### src/rtl/mont_pkg.sv
package mont_pkg;

    // operand and datapath widths
    localparam int OPERAND_WIDTH = 1024;
    // headroom for 3M plus the running sum and a sign bit
    localparam int ACC_WIDTH     = 1032;
    localparam int NUM_SLICES    = 8;
    localparam int SLICE_WIDTH   = ACC_WIDTH / NUM_SLICES;

    // radix-4 scan of A
    localparam int NUM_DIGITS    = OPERAND_WIDTH / 2;

    // counter widths for the controller
    localparam int DIGIT_CNT_WIDTH = $clog2(NUM_DIGITS);
    // one extra count for the commit cycle
    localparam int STEP_CNT_WIDTH  = $clog2(NUM_SLICES + 1);

    typedef logic [1:0] digit_t;

    // which precomputed multiple feeds the adder
    typedef enum logic [2:0] {
        sel_zero,
        sel_b1,
        sel_b2,
        sel_b3,
        sel_m1,
        sel_m2,
        sel_m3
    } mult_sel_t;

    typedef enum logic [2:0] {
        st_idle,
        st_load,
        st_add_b,
        st_add_m,
        st_shift,
        st_reduce,
        st_finish
    } ctrl_state_t;

endpackage

### src/rtl/mont_controller.sv
`timescale 1ns/1ps

module mont_controller import mont_pkg::*; (
    input  logic                     clk,
    input  logic                     resetn,
    input  logic                     start,
    input  logic [OPERAND_WIDTH-1:0] in_a,
    input  digit_t                   acc_low,
    input  digit_t                   m_low,
    input  logic                     diff_neg,
    output logic                     load,
    output mult_sel_t                sel,
    output logic                     subtract,
    output logic [NUM_SLICES-1:0]    slice_en,
    output logic                     add_commit,
    output logic                     accept,
    output logic                     shift_en,
    output logic                     done
);

    ctrl_state_t state_q;
    ctrl_state_t state_d;

    logic [OPERAND_WIDTH-1:0]   a_q;
    logic [DIGIT_CNT_WIDTH-1:0] digit_cnt;
    logic [STEP_CNT_WIDTH-1:0]  step_cnt;
    logic                       in_add;
    logic                       last_step;
    logic                       last_digit;
    digit_t                     a_digit;
    mult_sel_t                  quot_sel;

    assign in_add     = (state_q == st_add_b) || (state_q == st_add_m)
                        || (state_q == st_reduce);
    assign last_step  = (step_cnt == STEP_CNT_WIDTH'(NUM_SLICES));
    assign last_digit = (digit_cnt == DIGIT_CNT_WIDTH'(NUM_DIGITS - 1));
    assign a_digit    = a_q[1:0];

    // next state
    always_comb begin
        state_d = state_q;
        case (state_q)
            st_idle:   if (start) state_d = st_load;
            st_load:   state_d = st_add_b;
            st_add_b:  if (last_step) state_d = st_add_m;
            st_add_m:  if (last_step) state_d = st_shift;
            st_shift:  state_d = last_digit ? st_reduce : st_add_b;
            st_reduce: if (last_step) state_d = st_finish;
            st_finish: state_d = st_idle;
            default:   state_d = st_idle;
        endcase
    end

    always_ff @(posedge clk) begin
        if (!resetn) begin
            state_q <= st_idle;
        end else begin
            state_q <= state_d;
        end
    end

    // slice step counter, one extra count for the commit
    always_ff @(posedge clk) begin
        if (!resetn) begin
            step_cnt <= '0;
        end else if (in_add && !last_step) begin
            step_cnt <= step_cnt + 1'b1;
        end else begin
            step_cnt <= '0;
        end
    end

    always_ff @(posedge clk) begin
        if (!resetn) begin
            digit_cnt <= '0;
        end else if (load) begin
            digit_cnt <= '0;
        end else if (state_q == st_shift) begin
            digit_cnt <= digit_cnt + 1'b1;
        end
    end

    // A drops one radix-4 digit per shift
    always_ff @(posedge clk) begin
        if (load) begin
            a_q <= in_a;
        end else if (state_q == st_shift) begin
            a_q <= a_q >> 2;
        end
    end

    // quotient digit that clears the low two bits, m_low is 1 or 3
    always_comb begin
        if (acc_low[0] && (acc_low == m_low)) begin
            quot_sel = sel_m3;
        end else if (acc_low == 2'd2) begin
            quot_sel = sel_m2;
        end else if (acc_low[0]) begin
            quot_sel = sel_m1;
        end else begin
            quot_sel = sel_zero;
        end
    end

    always_comb begin
        case (state_q)
            st_add_b: begin
                case (a_digit)
                    2'd1:    sel = sel_b1;
                    2'd2:    sel = sel_b2;
                    2'd3:    sel = sel_b3;
                    default: sel = sel_zero;
                endcase
            end
            st_add_m:  sel = quot_sel;
            st_reduce: sel = sel_m1;
            default:   sel = sel_zero;
        endcase
    end

    // start is only taken while idle
    assign load       = (state_q == st_idle) && start;
    assign subtract   = (state_q == st_reduce);
    assign slice_en   = (in_add && !last_step) ? (NUM_SLICES'(1) << step_cnt) : '0;
    assign add_commit = in_add && last_step;
    assign accept     = (state_q != st_reduce) || !diff_neg;
    assign shift_en   = (state_q == st_shift);

    always_ff @(posedge clk) begin
        if (!resetn) begin
            done <= 1'b0;
        end else begin
            done <= (state_q == st_finish);
        end
    end

endmodule

### config.mk
export PLATFORM = sky130hd
export DESIGN_NAME = mont_controller
export DESIGN_NICKNAME = d
export VERILOG_FILES = /design/src/rtl/mont_pkg.sv /design/src/rtl/mont_controller.sv
export SDC_FILE = /design/constraint.sdc
export NUM_CORES = 2
export LEC_CHECK = 0
export BUFFER_PORTS_ARGS = -buffer_cell sky130_fd_sc_hd__buf_4
export CORE_AREA = 2 2 410 412
export CTS_CLUSTER_DIAMETER = 80
export DETAILED_ROUTE_END_ITERATION = 10
export DIE_AREA = 0 0 412 414
export GPL_TIMING_DRIVEN = 0
export SLEW_MARGIN = 40
export SYNTH_ARGS = -nofsm -noshare
export SYNTH_HDL_FRONTEND = slang
export SYNTH_SLANG_ARGS = --single-unit
### constraint.sdc
create_clock -name clk -period 39.2 [get_ports clk]
set_input_delay 7.84 -clock clk [delete_from_list [all_inputs] [get_ports clk]]
set_output_delay 7.84 -clock clk [all_outputs]
set_load 0.02 [all_outputs]
# == Word level (Yosys, flattened, before mapping) ==
# Index checks and enable logic that the tools add are counted.
# op_classes
n_eq_ne,18
shifts,1
bitwise_logic,1
n_addsub,2
n_reduce_logical,14
mux,14
# op_table
op,n
1024-bit 2-to-1 mux,2
3-bit 2-to-1 mux,8
3-bit case mux with 6 select lines,1
"9-bit by 1-bit adder with 9-bit output, second input constant",1
"3-bit == test, second input constant",3
"9-bit == test, second input constant",1
3-bit case mux with 3 select lines,1
8-bit 2-to-1 mux,1
"1-bit by 4-bit << shifter with 8-bit output, first input constant",1
"2-bit == test, second input constant",3
"3-bit by 2-bit == test with 1-bit output, second input constant",2
"2-bit inequality test, second input constant",3
2-bit case mux with 3 select lines,1
"4-bit by 1-bit adder with 4-bit output, second input constant",1
"4-bit == test, second input constant",1
1-bit logical AND,4
4-bit AND reduction,1
"3-bit by 1-bit == test with 1-bit output, second input constant",1
3-bit logical NOT,1
1-bit logical OR,3
"3-bit inequality test, second input constant",1
"2-bit by 1-bit == test with 1-bit output, second input constant",1
2-bit == test,1
1-bit logical NOT,2
other kinds (5),5
# word_totals
wordCells,55
input_bits,1032
reg_bits,1041

# == Logic depth before layout (Yosys ltp) ==
# depth
ltp_word,5
depth_mapped,8

# == Worst setup path after synthesis ==
# Ideal clock, no wire load.
# synth_timing
path_type,input -> register
start,in start
end,reg a_q[0] (enable)
required_ns,32.200
t_arrival_ns,25.096
setup_time_ns,7.000
path_stages,6
n_path_buf,4
slack_ns,7.104
path_cell_list,or4b_1 buf_2 buf_2 buf_2 buf_6 nand2_1
# synth_between
elab_chain_len,2
# synth_rtl
item,line_no,text
from (decl),mont_controller.sv:6,"input logic start,"
1-bit logical AND,mont_controller.sv:122,assign load = (state_q == st_idle) && start;
2-bit nonzero test (no line),-,
to (signal assigned),mont_controller.sv:86,a_q <= in_a;
to (signal assigned),mont_controller.sv:88,a_q <= a_q >> 2;
to (decl),mont_controller.sv:24,logic [OPERAND_WIDTH-1:0] a_q;
# Every way passes these cells.
# A chain may end at the register's enable or synchronous reset.

# == Worst setup path after layout ==
# layout_timing
start,in start
end,out load
# layout_between
elab_chain_len,1
# layout_rtl
item,line_no,text
1-bit logical AND,mont_controller.sv:122,
to (decl),mont_controller.sv:11,"output logic load,"
# Every way passes these cells.

==> key figures <==
Critical path
  – Delay-heaviest family, CP: buffers and inverters
  – Crit path required time: 31360 ps
  – Worst path bufs/invs: 6
  – Worst reg-to-reg path cell count: 12
  – Setup crit start kind: input pin
  – WS Path Type: in -> out
  – Critical path endpoint category: output port
  – Crit path cell chain: buf_4, or4b_1, buf_2, inv_2, buf_6, buf_2, buf_4
  – CP peak stage delay: 410 ps
  – CP max stage cell: or4b_1
  – FF-to-FF Start: state_q[2]
  – Arrival time worst endpoint: 9700 ps
  – Max FO, Critical Path: 10
  – R2R Setup Slk: 34720 ps
  – FF-to-FF End: a_q[714]

Global route
  – Antenna violations before repair: 54
  – Pin count of the biggest net entering global routing: 45
  – Vias in the first global route: 33560
  – GRT Overall Usage: 16.47%
  – First-pass GRT wire length: 209700 µm
  – Total gr overflow: 0

Floorplanning
  – Chip Width: 412 µm
  – Die height: 414 µm
  – Die area: 170600 µm²
  – Initial Util: 26.81%
  – Core Area: 166300 µm²
  – # rows: 150
  – I/O pin count: 1049

Timing
  – Slew @ Worst Pin: 847.9 ps
  – Final Critical Period: 17540 ps
  – Final setup fails: 0
  – Max Freq: 57.01 MHz
  – Slew margin rel.: 43.47%
  – Slew Viols, Final: 0
  – Final setup TNS: 0 ps
  – Final period util: 44.75%
  – Max Clock Skew: 93.23 ps
  – RSZ-0062 raised after global routing: false
  – Hold Fails Final Rpt: 0
  – Hold_ws: 454.1 ps
  – Setup slack after layout: 21660 ps

Power and ir drop
  – Static Leak: 0.02704 µW
  – Switch share: 26.93%
  – Flop pwr share: 49.0%
  – Peak supply drop: 38.75 µV
  – Clock share of power: 35.0%
  – Switch Pwr: 812.3 µW
  – Power Density: 50.68 nW/µm²
  – Comb power frac: 16.1%
  – P_int: 2204 µW

Route
  – DRT iter0 DRCs: 2939
  – Initial DRT Pass Iterations: 6
  – Post-DR vias/cell: 4.286
  – # DRC: 0
  – Via Count: 34160
  – Final wirelength: 145700 µm
  – Wire length per cell: 18.28 µm
  – Post-DRT Antenna Nets: 0

CTS
  – Hold-fix buffers, CTS: 0
  – TritonCTS clock tree: built
  – Reg clk slew, reported paths: 60 ps
  – Clk sinks: 1041
  – Inserted Clock Buffers: 118
  – Clock Latency Late Sink: 770 ps
  – Post-CTS Setup Inserts: 0
  – Root buf cell: clkbuf_16
  – Resized cells post-CTS: 0
  – H-tree levels: 3
  – Bufs on Longest Clock Path: 3

Place
  – GPL Wtd Cong: 0.8881
  – # port buffers: 1047
  – Placed Cells: 7722
  – DP HPWL: 112400 µm
  – Worst slack at placement: 21590 ps

Logic synthesis
  – Syn Area/Cell: 10.03 µm²
  – Seq cells post-synth: 1041
  – Syn Inst Count: 4443
  – Cell variety after synth: 37
  – Post-synth top flop: edfxtp_1
  – Share of flip-flops with an asynchronous set or reset: 0%
  – Synth warn: 0
  – Register area share after synthesis: 69.73%
  – Mapped Nets: 5483
  – Post-Syn Area: 44580 µm²
  – EDFF count, synth: 1024

Final layout
  – Fillers: 16830
  – Layout cells sized above 1: 24.27%
  – Non-filler cells, final: 7971
  – Post-synthesis to final-layout area growth: 33.47%
  – Final core occ: 35.78%
  – Net total in the final layout: 6678

Outcome
  – Status: finished, final reports clean

Flow run
  – Maximum capacitance violations: 0

Worst hold path
  – Hold path cells: 2
  – WHS Endpoint: a_q[554]
  – HP Class: reg -> reg
  – Hold Startpoint: a_q[556]
==> layout by cell type (no fill, tap or decap), drive strengths merged, types with 8 or more instances in the layout <==
cell    netlist  final
nand2      3072   3072
buf         155   1230
edfxtp     1024   1024
clkbuf       77    230
clkinv        0     50
diode         0     32
dfxtp        17     17
inv           8     17
a21oi        10     10
nor2          9      9
and2          8      8
ha            8      8
==> sequential cells by signal, summed over array words and instances (netlist names) <==
name,flops
state_q,3
step_cnt,4
a_q,1024
done,1
digit_cnt,9
==> area by class of cell <==
| class | count | area, µm² | area share [%] |
|---|---|---|---|
| Clock inverter | 64 | 564.3 | 0.9483 |
| Buffer | 232 | 1321 | 2.220 |
| Timing Repair Buffer | 1075 | 8421 | 14.15 |
| Multi-Input combinational cell | 3162 | 12160 | 20.43 |
| Inverter | 8 | 30.03 | 0.05046 |
| Sequential cell | 1041 | 31090 | 52.25 |
| Tap cell | 2204 | 2758 | 4.634 |
| Antenna cell | 32 | 80.08 | 0.1346 |
| Clock buffer | 153 | 3084 | 5.183 |
==> per-layer routing <==
metal,vias up,track usage [%],wire (µm)
met5,-,0,155
met4,22,5.877,3977
met3,231,4.799,12360
met2,1036,28.32,72050
met1,16060,19.43,57150
li1,16810,-,-
==> worst min-delay path, stage by stage, from the launching register on <==
cell and delay [ps]:
edfxtp_1 320, nand2_1 50, nand2_1 50
==> cells in the mapped netlist (4+ instances only) <==
master	count	area share [%]
dfxtp_1	17	0.76
nand3_1	5	0.056
inv_1	7	0.059
ha_1	8	0.22
buf_2	115	1.3
and3_1	4	0.056
nand2b_1	6	0.084
o21ai_0	5	0.056
edfxtp_1	1024	69
and2_1	8	0.11
a21oi_1	10	0.11
nand2_1	3071	26
nor2_1	9	0.076
buf_6	40	1.0
o31ai_1	4	0.067
clkbuf_1	77	0.65
==> logic make-up after synthesis <==
group           count (synthesis)  synth area share (%)
simple gates                 3121                 26.53
mux                             2               0.04490
xor+xnor                        3               0.05894
fa+ha+maj                       8                0.2245
buf+inv                       240                 3.017
compound gates                 28                0.3957
flops                        1041                 69.73
==> through the flow <==
step	total power, µW	instance area, µm²
after CTS	3053	59420
after global routing	3164	59490
after global placement	2176	55200
after detailed placement	1991	55770
after floorplan	1907	44580
final	3016	59500
==> worst max-delay path by stage <==
| stage | start | to | slack, ps | depth (start not counted) |
|---|---|---|---|---|
| 2_1_floorplan | start | a_q[0] | 7100 | 6 |
| 3_3_place_gp | start | a_q[707] | -5510 | 7 |
| 3_5_place_dp | start | load | 21590 | 7 |
| 4_1_cts | start | load | 21580 | 7 |
| 5_1_grt | start | load | 21510 | 7 |
| 6_report | start | load | 21660 | 7 |
==> power by group through the flow <==
stage	sequential (µW)	combinational [µW]	clock [µW]
floorplan	1630	277	0
global placement	1710	462	0
detailed placement	1500	490	0
CTS	1480	493	1080
global route	1490	551	1120
finish	1480	485	1050
Note: power is estimated with default switching activity, not from simulation.
