**src/rtl/mont_pkg.sv**
```systemverilog
package mont_pkg;

    // operand and datapath widths
    localparam int OPERAND_WIDTH = 1024;
    // headroom for 3M plus the running sum and a sign bit
    localparam int ACC_WIDTH     = 1032;
    localparam int NUM_SLICES    = 8;
    localparam int SLICE_WIDTH   = ACC_WIDTH / NUM_SLICES;

    // radix-4 scan of A
    localparam int NUM_DIGITS    = OPERAND_WIDTH / 2;

    // counter widths for the controller
    localparam int DIGIT_CNT_WIDTH = $clog2(NUM_DIGITS);
    // one extra count for the commit cycle
    localparam int STEP_CNT_WIDTH  = $clog2(NUM_SLICES + 1);

    typedef logic [1:0] digit_t;

    // which precomputed multiple feeds the adder
    typedef enum logic [2:0] {
        sel_zero,
        sel_b1,
        sel_b2,
        sel_b3,
        sel_m1,
        sel_m2,
        sel_m3
    } mult_sel_t;

    typedef enum logic [2:0] {
        st_idle,
        st_load,
        st_add_b,
        st_add_m,
        st_shift,
        st_reduce,
        st_finish
    } ctrl_state_t;

endpackage

```
**src/rtl/adder_slice.sv**
```systemverilog
`timescale 1ns/1ps

module adder_slice import mont_pkg::*; (
    input  logic                   clk,
    input  logic                   resetn,
    input  logic                   en,
    input  logic [SLICE_WIDTH-1:0] a,
    input  logic [SLICE_WIDTH-1:0] b,
    input  logic                   carry_in,
    output logic [SLICE_WIDTH-1:0] sum,
    output logic                   carry_out
);

    // one bit wider to catch the carry
    logic [SLICE_WIDTH:0] total;

    assign total = {1'b0, a} + {1'b0, b} + (SLICE_WIDTH+1)'(carry_in);

    always_ff @(posedge clk) begin
        if (!resetn) begin
            carry_out <= 1'b0;
        end else if (en) begin
            carry_out <= total[SLICE_WIDTH];
        end
    end

    // sum limb held until the next enable
    always_ff @(posedge clk) begin
        if (en) begin
            sum <= total[SLICE_WIDTH-1:0];
        end
    end

endmodule

```
**config.mk**
```make
export PLATFORM = sky130hd
export DESIGN_NAME = adder_slice
export DESIGN_NICKNAME = d
export VERILOG_FILES = /design/src/rtl/mont_pkg.sv /design/src/rtl/adder_slice.sv
export SDC_FILE = /design/constraint.sdc
export NUM_CORES = 1
export LEC_CHECK = 0
export BUFFER_PORTS_ARGS = -buffer_cell sky130_fd_sc_hd__buf_2
export CAP_MARGIN = 20
export CORE_UTILIZATION = 46
export DETAILED_ROUTE_END_ITERATION = 7
export PLACE_DENSITY = 0.78
export REMOVE_ABC_BUFFERS = 1
export SETUP_SLACK_MARGIN = 0.1
export SYNTH_ARGS = -nofsm -noshare
export SYNTH_HDL_FRONTEND = slang
export SYNTH_SLANG_ARGS = --single-unit
```
**constraint.sdc**
```tcl
create_clock -name clk -period 4 [get_ports clk]
set_input_delay 0.4 -clock clk [delete_from_list [all_inputs] [get_ports clk]]
set_output_delay 0.4 -clock clk [all_outputs]
set_load 0.05 [all_outputs]
```
Yosys cells after proc, flatten, opt, wreduce, memory -nomap -nowiden

Index checks and enable logic that the tools add are counted.

Output and inout bits: 130
Bits in registers: 130
Word-level logic and storage cells: 4

Add/sub/neg operators: 2

Operator list:

| kind                                         | number |
|---|---|
| 129-bit by 129-bit adder with 130-bit output | 1 |
| 130-bit by 1-bit adder with 130-bit output   | 1 |

Depth between registers and ports, before layout

Gate-level depths: netlist of run 1.

Depth after elaboration: 2
Mapped depth: 15
Depth with buffers taken out: 15

Least setup slack after synthesis of run 1

OpenSTA, ideal clock, no wires.

Path kind: input to register
From: input port a[0]
To: register sum[122], data pin
Path buffers: 0
Setup time: 176 ps
Data arrival time: 3322 ps
Cell stages on the path: 15
Setup slack: 502 ps
Cells stage by stage: inv_1 > fa_1 > fa_1 > nand2b_1 > a21oi_1 > nor2_1 > nand2b_1 > a31oi_1 > a22oi_1 > a2111oi_2 > o31ai_1 > o21ai_1 > nand4_1 > and3b_1 > nor4_1

Longest elaborated chain between the ends: 2

Ends and longest elaborated chain:

| what                                         | RTL line          | source |
|---|---|---|
| start: declaration                           | adder_slice.sv:7  | `input logic [SLICE_WIDTH-1:0] a,` |
| 129-bit by 129-bit adder with 130-bit output | adder_slice.sv:17 | `assign total = {1'b0, a} + {1'b0, b} + (SLICE_WIDTH+1)'(carry_in);` |
| 130-bit by 1-bit adder with 130-bit output   | adder_slice.sv:17 |  |
| named net total[122]                         | adder_slice.sv:15 | `logic [SLICE_WIDTH:0] total;` |
| end signal: assignment                       | adder_slice.sv:30 | `sum <= total[SLICE_WIDTH-1:0];` |
| end: declaration                             | adder_slice.sv:10 | `output logic [SLICE_WIDTH-1:0] sum,` |

The timed path passes the listed nets, and every way through them passes these cells.
A chain may end at the register's enable or synchronous reset.

Final worst setup path of run 1

From: input port a[35]
To: register sum[116], data pin

Same word-level chain as after synthesis.

==> flow_summary.yaml, run 1 <==
status:
  status: "complete, no violations"
cts:
  cts-root-buf: "clkbuf_16"
  cts_setup_buffers: 0
  cts_tree: "done"
  clockBufferDepth: 2
  cts_resized: 0
  holdBufCountCts: 0
  cts.clk_slew.worst_paths_ns: 0.06
  htree_levels: 4
  cts.sinks: 130
  clock_latency_ns: 0.41
  cts_buffers: 17
die:
  die_x_um: 165
  io_pins: 392
  initial_core_util_pct: 47.0
  die_y_um: 165
  die_area_um2: 27300
  core-area_um2: 26100
  row_count: 59
worst_setup_path:
  r2r_end: "carry_out"
  worstSetupStartpointType: "input port"
  criticalPathCategory: "input port to flop"
  end_kind: "flop"
  cp.required_ns: 4.14
  crit_start: "a[35]"
  setup.worst_path.end: "sum[116]"
  reg2reg_from: "carry_out"
  reg2regPathDepth: 2
  ff2ff_setup_slack_ns: 3.35
  cp.arrival_ns: 3.84
  crit_fanout: 6
detailed_routing:
  ant_nets: 0
  vias: 12882
  routed_wl_um: 42600
  post_drt_wl_per_cell_um: 19.4
  drtIter0Drc: 1258
  dr.pass1.iters: 6
  via_per_inst: 5.87
  drc: 0
timing:
  rsz0062_at_grt: "false"
  slew_violations: 0
  setup_viol: 0
  hold_viol: 0
  fin_tns_setup_ns: 0
  fmax_mhz: 271
  slew_headroom_pct: 48.9
  worst_slew_pin_slew_ns: 0.759
  period_share_pct: 92.3
  finalCriticalPeriod_ns: 3.69
  finalClockSkew_ns: 0
min_path:
  hp-class: "input port to flop"
layout:
  syn_to_final_growth_pct: 28.6
  layout_commonest_cell: "buf_2"
  drive_gt1_share_pct: 29.0
  utilization_pct: 60.4
  antenna_cells: 0
  final_nets: 2239
  n_fill_cell: 2305
  layout_common_cells: "390 x buf_2, 184 x a21oi_1, 129 x edfxtp_1"
placed_design:
  gp_congestion: 0.972
  io_buffers: 391
  hpwlAfterDp_um: 35000
global_route:
  track_usage_pct: 30.3
  gr-total-overflow: 0
  first_global_vias: 11937
  grt_pass1_wl_um: 63800
  grt_max_degree: 71
  antenna_found_initial: 0
pwr:
  power_density_nw_per_um2: 415
  finalPower_uw: 6540
  peakVddDrop_v: 0.000265
  leakage_uw: 0.00720
yosys:
  synthFlopType: "edfxtp_1"
  yosysTopAreaCell: "edfxtp_1"
  synth_seq_cells: 130
  synth_cell_types: 72
  synth_top_cells_by_area: "edfxtp_1 32%, ha_1 13%, a21oi_1 7.5%"
  syn_inst: 1408
  netlist_area_um2: 12200
  async_reset_ff_share_pct: 0
  synth_edf_count: 129
  yosysSeqAreaShare_pct: 31.8
  avgSynthCellArea_um2: 8.70
  ys.warnings.count: 0
  synth_top_area_share_pct: 31.6
run:
  cap_violations: 0
==> synth_stat cells, types with 5 or more instances <==
cell / number
xnor2_1: 68
buf_2: 5
edfxtp_1: 129
nand3_1: 27
o31ai_1: 11
xor2_1: 53
nor4_1: 6
o21ai_1: 6
clkbuf_1: 57
nor3_1: 29
or2_2: 5
o211ai_1: 5
o21ai_0: 84
inv_1: 44
o21bai_1: 29
and2_1: 6
a21boi_0: 6
nand2_1: 126
nor2b_1: 17
nand4_1: 59
a21o_1: 81
nand2b_1: 14
a31oi_1: 14
a21oi_1: 184
ha_1: 128
nor2_1: 111
o21a_1: 20
a211oi_1: 7
==> layer usage <==
layer | part of all wire [%] | global-route usage, %
met5 | 0 | 0
met2 | 47 | 50.8
met1 | 43 | 40.4
met3 | 7.4 | 4.10
met4 | 2.4 | 9.26
==> cell families after synthesis <==
logic type	Yosys count	share of synthesized area (%)
adders and majority gates	130	13.4
DFF	130	31.8
buffers and inverters	107	3.36
xor gates and xnor gates	121	8.66
AOI/OAI and AO/OA	499	26.4
and+or+nand+nor	419	16.2
muxes	2	0.174
==> how the worst min path moves through the flow <==
stage          startpoint  cells after the start   endpoint
2_1_floorplan          en                      0     sum[0]
3_3_place_gp    carry_out                      2  carry_out
3_5_place_dp    carry_out                      2  carry_out
4_1_cts            resetn                      3  carry_out
5_1_grt            resetn                      3  carry_out
6_report           resetn                      3  carry_out
==> critical path, cell delays in order <==
cell and delay (ns):
buf_2 0.10, ha_1 0.40, a21oi_1 0.21, o21ai_0 0.24, a21o_1 0.23, a21oi_1 0.16, o221ai_1 0.18, a221oi_1 0.39
nand3_1 0.24, a21boi_2 0.31, o2111a_1 0.24, nor2_1 0.05, buf_4 0.16, a2111oi_0 0.42, a311oi_1 0.10
==> area by class of cell <==
cell class | count | area (um2) | area share [%]
Tap cell | 335 | 419 | 2.66
Multi-Input combinational cell | 1171 | 7940 | 50.4
Inverter | 44 | 165 | 1.05
Clock inverter | 13 | 231 | 1.47
Clock buffer | 19 | 433 | 2.75
Timing Repair Buffer | 483 | 2670 | 16.9
Sequential cell | 130 | 3890 | 24.7
==> state kept, by name (all words and copies together), names as in the netlist <==
name / cells
sum: 129
carry_out: 1
==> power breakdown <==
part	total [uW]	switching (uW)	internal, uW
Combinational	2830	1930	903
Clock	1820	646	1170
Sequential	1890	80.2	1810
==> through the flow <==
step | hold WS [ns] | std cells | area (um2) | setup slack [ns]
5_1_grt | 0.243 | 2195 | 15800 | 0.117
2_1_floorplan | 0.512 | 1345 | 12000 | 0.503
4_1_cts | 0.215 | 2195 | 15700 | 0.290
3_5_place_dp | 0.538 | 2163 | 15100 | -0.146
6_report | 0.231 | 2195 | 15800 | 0.307
3_3_place_gp | 0.543 | 2163 | 15100 | -0.0306
No activity file was read; power rests on OpenSTA's default activity.
==> inputs of run 2 (changes only) <==
Settings changed: REMOVE_ABC_BUFFERS 1 to not set.
==> run 2 against run 1 <==
Compared with the run above:
- global-route usage increased by 0.27 points
- critical path depth decreased by 1
- clock-buffer cell count decreased by 1
- maximum frequency about the same
- worst hold slack got worse by 0.0028 ns
- highest routed layer unchanged
==> flow_summary.yaml, run 2 (synthesis gave the netlist of run 1 again) <==
detailed_routing:
  ant_nets: 0
  routed_wl_um: 42800
  via_per_inst: 5.89
  dr.pass1.iters: 6
  drc: 0
  post_drt_wl_per_cell_um: 19.7
  vias: 12762
  drtIter0Drc: 1317
timing:
  whs_ns: 0.228
  hold_viol: 0
  setup_ws_ns: 0.309
  fmax_mhz: 271
  rsz0062_at_grt: "true"
  period_share_pct: 92.3
  finalClockSkew_ns: 0
  setup_viol: 0
  worst_slew_pin_slew_ns: 0.918
  slew_headroom_pct: 38.8
  finalCriticalPeriod_ns: 3.69
  slew_violations: 0
worst_setup_path:
  crit_fanout: 4
  criticalPathCategory: "input port to flop"
  worstSetupStartpointType: "input port"
  cp.required_ns: 4.17
  crit_start: "a[0]"
  reg2regPathDepth: 2
  reg2reg_from: "carry_out"
  end_kind: "flop"
  cp.arrival_ns: 3.86
cts:
  clockBufferDepth: 2
  cts_setup_buffers: 0
  clock_latency_ns: 0.41
  cts-root-buf: "clkbuf_16"
  cts_buffers: 17
  cts.clk_slew.worst_paths_ns: 0.06
  cts.sinks: 130
  htree_levels: 4
  cts_tree: "done"
min_path:
  worstHoldPathCells: 3
  min_from: "resetn"
  hp-class: "input port to flop"
placed_design:
  dpl-instance-area_um2: 14900
  placed_cells: 2137
  post-place-ws_ns: -0.119
  hpwlAfterDp_um: 34900
  io_buffers: 391
  gp_congestion: 0.958
die:
  initial_core_util_pct: 47.0
  die_y_um: 165
  die_x_um: 165
  io_pins: 392
  row_count: 59
  die_area_um2: 27300
  core-area_um2: 26100
global_route:
  track_usage_pct: 30.6
  gr-total-overflow: 0
  antenna_found_initial: 0
  grt_pass1_wl_um: 64500
  first_global_vias: 12152
  grt_max_degree: 94
layout:
  syn_to_final_growth_pct: 27.2
  antenna_cells: 0
  drive_gt1_share_pct: 28.0
  regMostFlops: "sum"
  layout_commonest_cell: "buf_2"
  largestRegisters: "sum x129, carry_out x1"
  final_nets: 2213
  layout_common_cells: "390 x buf_2, 184 x a21oi_1, 129 x edfxtp_1"
  design_area_um2: 15600
  area.sequential_um2: 3890
  fin_cells: 2168
  n_fill_cell: 2328
  multi_input_area_um2: 7950
  largest_reg_flops: 129
status:
  status: "complete, no violations"
run:
  cap_violations: 0
pwr:
  clockPowerShare_pct: 28.7
  leakage_uw: 0.00708
  p_switching_uw: 2660
  p_int_uw: 3930
  pwr-share-comb_pct: 42.6
  swShare_pct: 40.4
  power_density_nw_per_um2: 423
  peakVddDrop_v: 0.000237
  seqPwrFrac_pct: 28.7
yosys:
  synth_nets: 1800
run 2: worst paths after layout:
| path | to | slack, ns |
|---|---|---|
| min reg2reg | carry_out | 0.55 |
| max | sum[127] | 0.31 |
| max reg2reg | carry_out | 3.36 |
| min | carry_out | 0.23 |
run 2: metal layers:
metal / wire length, um / GRT usage, % / part of all wire [%] / vias to the layer above
li1: - / - / - / 6081
met1: 18300 / 40.2 / 43 / 5885
met2: 19900 / 51.1 / 47 / 704
met3: 3320 / 4.57 / 7.8 / 92
met4: 1230 / 10.6 / 2.9 / 0
met5: 0 / 0 / 0 / -
run 2: area by class of cell:
type,instances,area share [%]
repair buffers,457,15.8
well taps,335,2.69
inverters,44,1.06
multi-input cells,1171,51.0
clock inverters,13,1.66
flip-flops and latches,130,25.0
clock buffers,18,2.76
run 2: critical path: stages:
cell       delay [ns]
buf_2            0.07
inv_1            0.06
fa_1             0.48
nor2b_1          0.18
o211ai_1         0.12
a21boi_1         0.38
o311ai_2         0.28
a2111oi_4        0.41
o31a_4           0.20
a41oi_4          0.15
o31ai_4          0.41
a31o_4           0.27
a21oi_4          0.09
o311a_1          0.35
run 2: power by group through the flow:
stage / combinational [uW] / sequential (uW) / clock, uW
after CTS: 2770 / 1890 / 1900
after floorplan: 1120 / 2700 / 0
after global routing: 2990 / 1910 / 1960
after global placement: 2740 / 1920 / 0
after detailed placement: 2750 / 1910 / 0
final: 2810 / 1890 / 1890
run 2: what timing repair did:
item	in CTS	in global routing
setup endpoints to repair	0	2
hold buffers	0	0
gates resized for setup	0	2
run 2: metrics by stage:
stage | util (%) | setup TNS (ns) | total power [uW]
2_1_floorplan | - | 0 | 3820
3_3_place_gp | 57.1 | -0.0315 | 4650
3_5_place_dp | 57.1 | -0.266 | 4670
4_1_cts | 59.7 | 0 | 6570
5_1_grt | 59.8 | 0 | 6850
6_report | 59.8 | 0 | 6590
==> inputs of run 3 (changes only) <==
Settings changed: CORE_ASPECT_RATIO set to 0.5.
==> run 3 against run 2 <==
Compared with the run above:
- clock skew did not move
- sequential power is essentially flat
- clock-buffer cell count up 4
- maximum frequency shrank 0.17%
- power fell by 6.9%
- non-clock buffer count increased by 8
- critical path type unchanged
- final area down 0.49%
- via count is 0.30% lower
- clock power down 23%
- wire length shrank 1.9%
- largest cell class unchanged
- sequential share of layout area rose by 0.12 points
==> flow_summary.yaml, run 3 (synthesis gave the netlist of run 1 again) <==
placed_design:
  hpwlAfterDp_um: 34300
  placed_cells: 2154
  gp_congestion: 0.958
  io_buffers: 391
detailed_routing:
  vias: 12724
  ant_nets: 0
  post_drt_wl_per_cell_um: 19.2
  drc: 0
  drtIter0Drc: 1049
  routed_wl_um: 42000
  via_per_inst: 5.82
  dr.pass1.iters: 5
cts:
  cts_tree: "done"
  htree_levels: 4
  cts.sinks: 130
  cts_buffers: 17
  cts.clk_slew.worst_paths_ns: 0.06
  clockBufferDepth: 2
  holdBufCountCts: 0
  cts_setup_buffers: 0
  cts_resized: 0
  cts-root-buf: "clkbuf_16"
  clock_latency_ns: 0.44
layout:
  layout_commonest_cell: "buf_2"
  largest_reg_flops: 129
  syn_to_final_growth_pct: 26.6
  layout_common_cells: "390 x buf_2, 184 x a21oi_1, 129 x edfxtp_1"
  drive_gt1_share_pct: 28.0
  fin_cells: 2187
  regMostFlops: "sum"
  final_nets: 2221
  largestRegisters: "sum x129, carry_out x1"
worst_setup_path:
  reg2reg_from: "carry_out"
  end_kind: "flop"
  cp.required_ns: 4.25
  crit_start: "a[0]"
  worstSetupStartpointType: "input port"
  cp.arrival_ns: 3.95
  crit_fanout: 4
  criticalPathCategory: "input port to flop"
min_path:
  hp-class: "input port to flop"
  min_from: "resetn"
pwr:
  peakVddDrop_v: 0.000340
  power_density_nw_per_um2: 396
  leakage_uw: 0.00704
die:
  core-area_um2: 25600
  die_x_um: 233
  die_area_um2: 27300
  io_pins: 392
  die_y_um: 117
  row_count: 41
  initial_core_util_pct: 47.7
status:
  status: "complete, no violations"
timing:
  finalClockSkew_ns: 0
  slew_headroom_pct: 50.4
  period_share_pct: 92.4
  fmax_mhz: 271
  worst_slew_pin_slew_ns: 0.743
  hold_viol: 0
  rsz0062_at_grt: "false"
  fin_tns_setup_ns: 0
  setup_viol: 0
  slew_violations: 0
  finalCriticalPeriod_ns: 3.70
run:
  cap_violations: 0
global_route:
  antenna_found_initial: 2
  grt_max_degree: 72
  gr-total-overflow: 0
  first_global_vias: 12149
  grt_pass1_wl_um: 64100
  track_usage_pct: 30.0
yosys:
  synth_nets: 1800
## run 3: worst max-delay path, stage by stage
cell       delay (ns)
buf_2            0.07
inv_1            0.05
fa_1             0.45
fa_1             0.42
nand2b_1         0.18
a21oi_1          0.17
nor2_1           0.06
nand2b_1         0.22
a31oi_1          0.23
a22oi_1          0.17
a2111oi_2        0.48
o31ai_2          0.19
o21ai_1          0.21
nand4_1          0.19
and3b_1          0.24
nor4_1           0.23
## run 3: power by group
group          internal [uW]  switching, uW
Sequential              1810           78.1
Combinational            888           1910
Clock                    836            612
Total                   3540           2600
## run 3: per-stage QoR
stage	utilization, %	worst slack (ns)	total power [uW]	area (um2)	hold WS, ns
after floorplan	-	0.502	3820	12200	0.512
after global placement	58.3	-0.112	4650	15000	0.540
after detailed placement	58.3	-0.157	4670	15000	0.537
after CTS	60.3	0.277	6120	15500	0.190
after global routing	60.4	0.108	6390	15500	0.205
final	60.4	0.303	6130	15500	0.207
## run 3: path summary, 6_finish.rpt
check	end	slack [ns]	depth (start not counted)
min reg2reg	carry_out	0.54	2
max reg2reg	carry_out	3.36	2
min	carry_out	0.21	3
max	sum[122]	0.30	16
## run 3: per-layer routing
layer	part of all wire, %	wire length, um	GRT usage (%)
met4	3.2	1360	12.5
met2	45	18800	46.9
met5	0	0	0
met3	7.1	3000	5.37
met1	45	18800	40.8
## run 3: final cells by class
class                      instances  area [um2]
tap                              344         430
clock inverter                     9        66.3
timing repair buffer             465        2530
clock buffer                      22         444
fill                            2348       10200
antenna                            2        5.00
sequential                       130        3890
inverter                          44         165
multi-input combinational       1171        7960
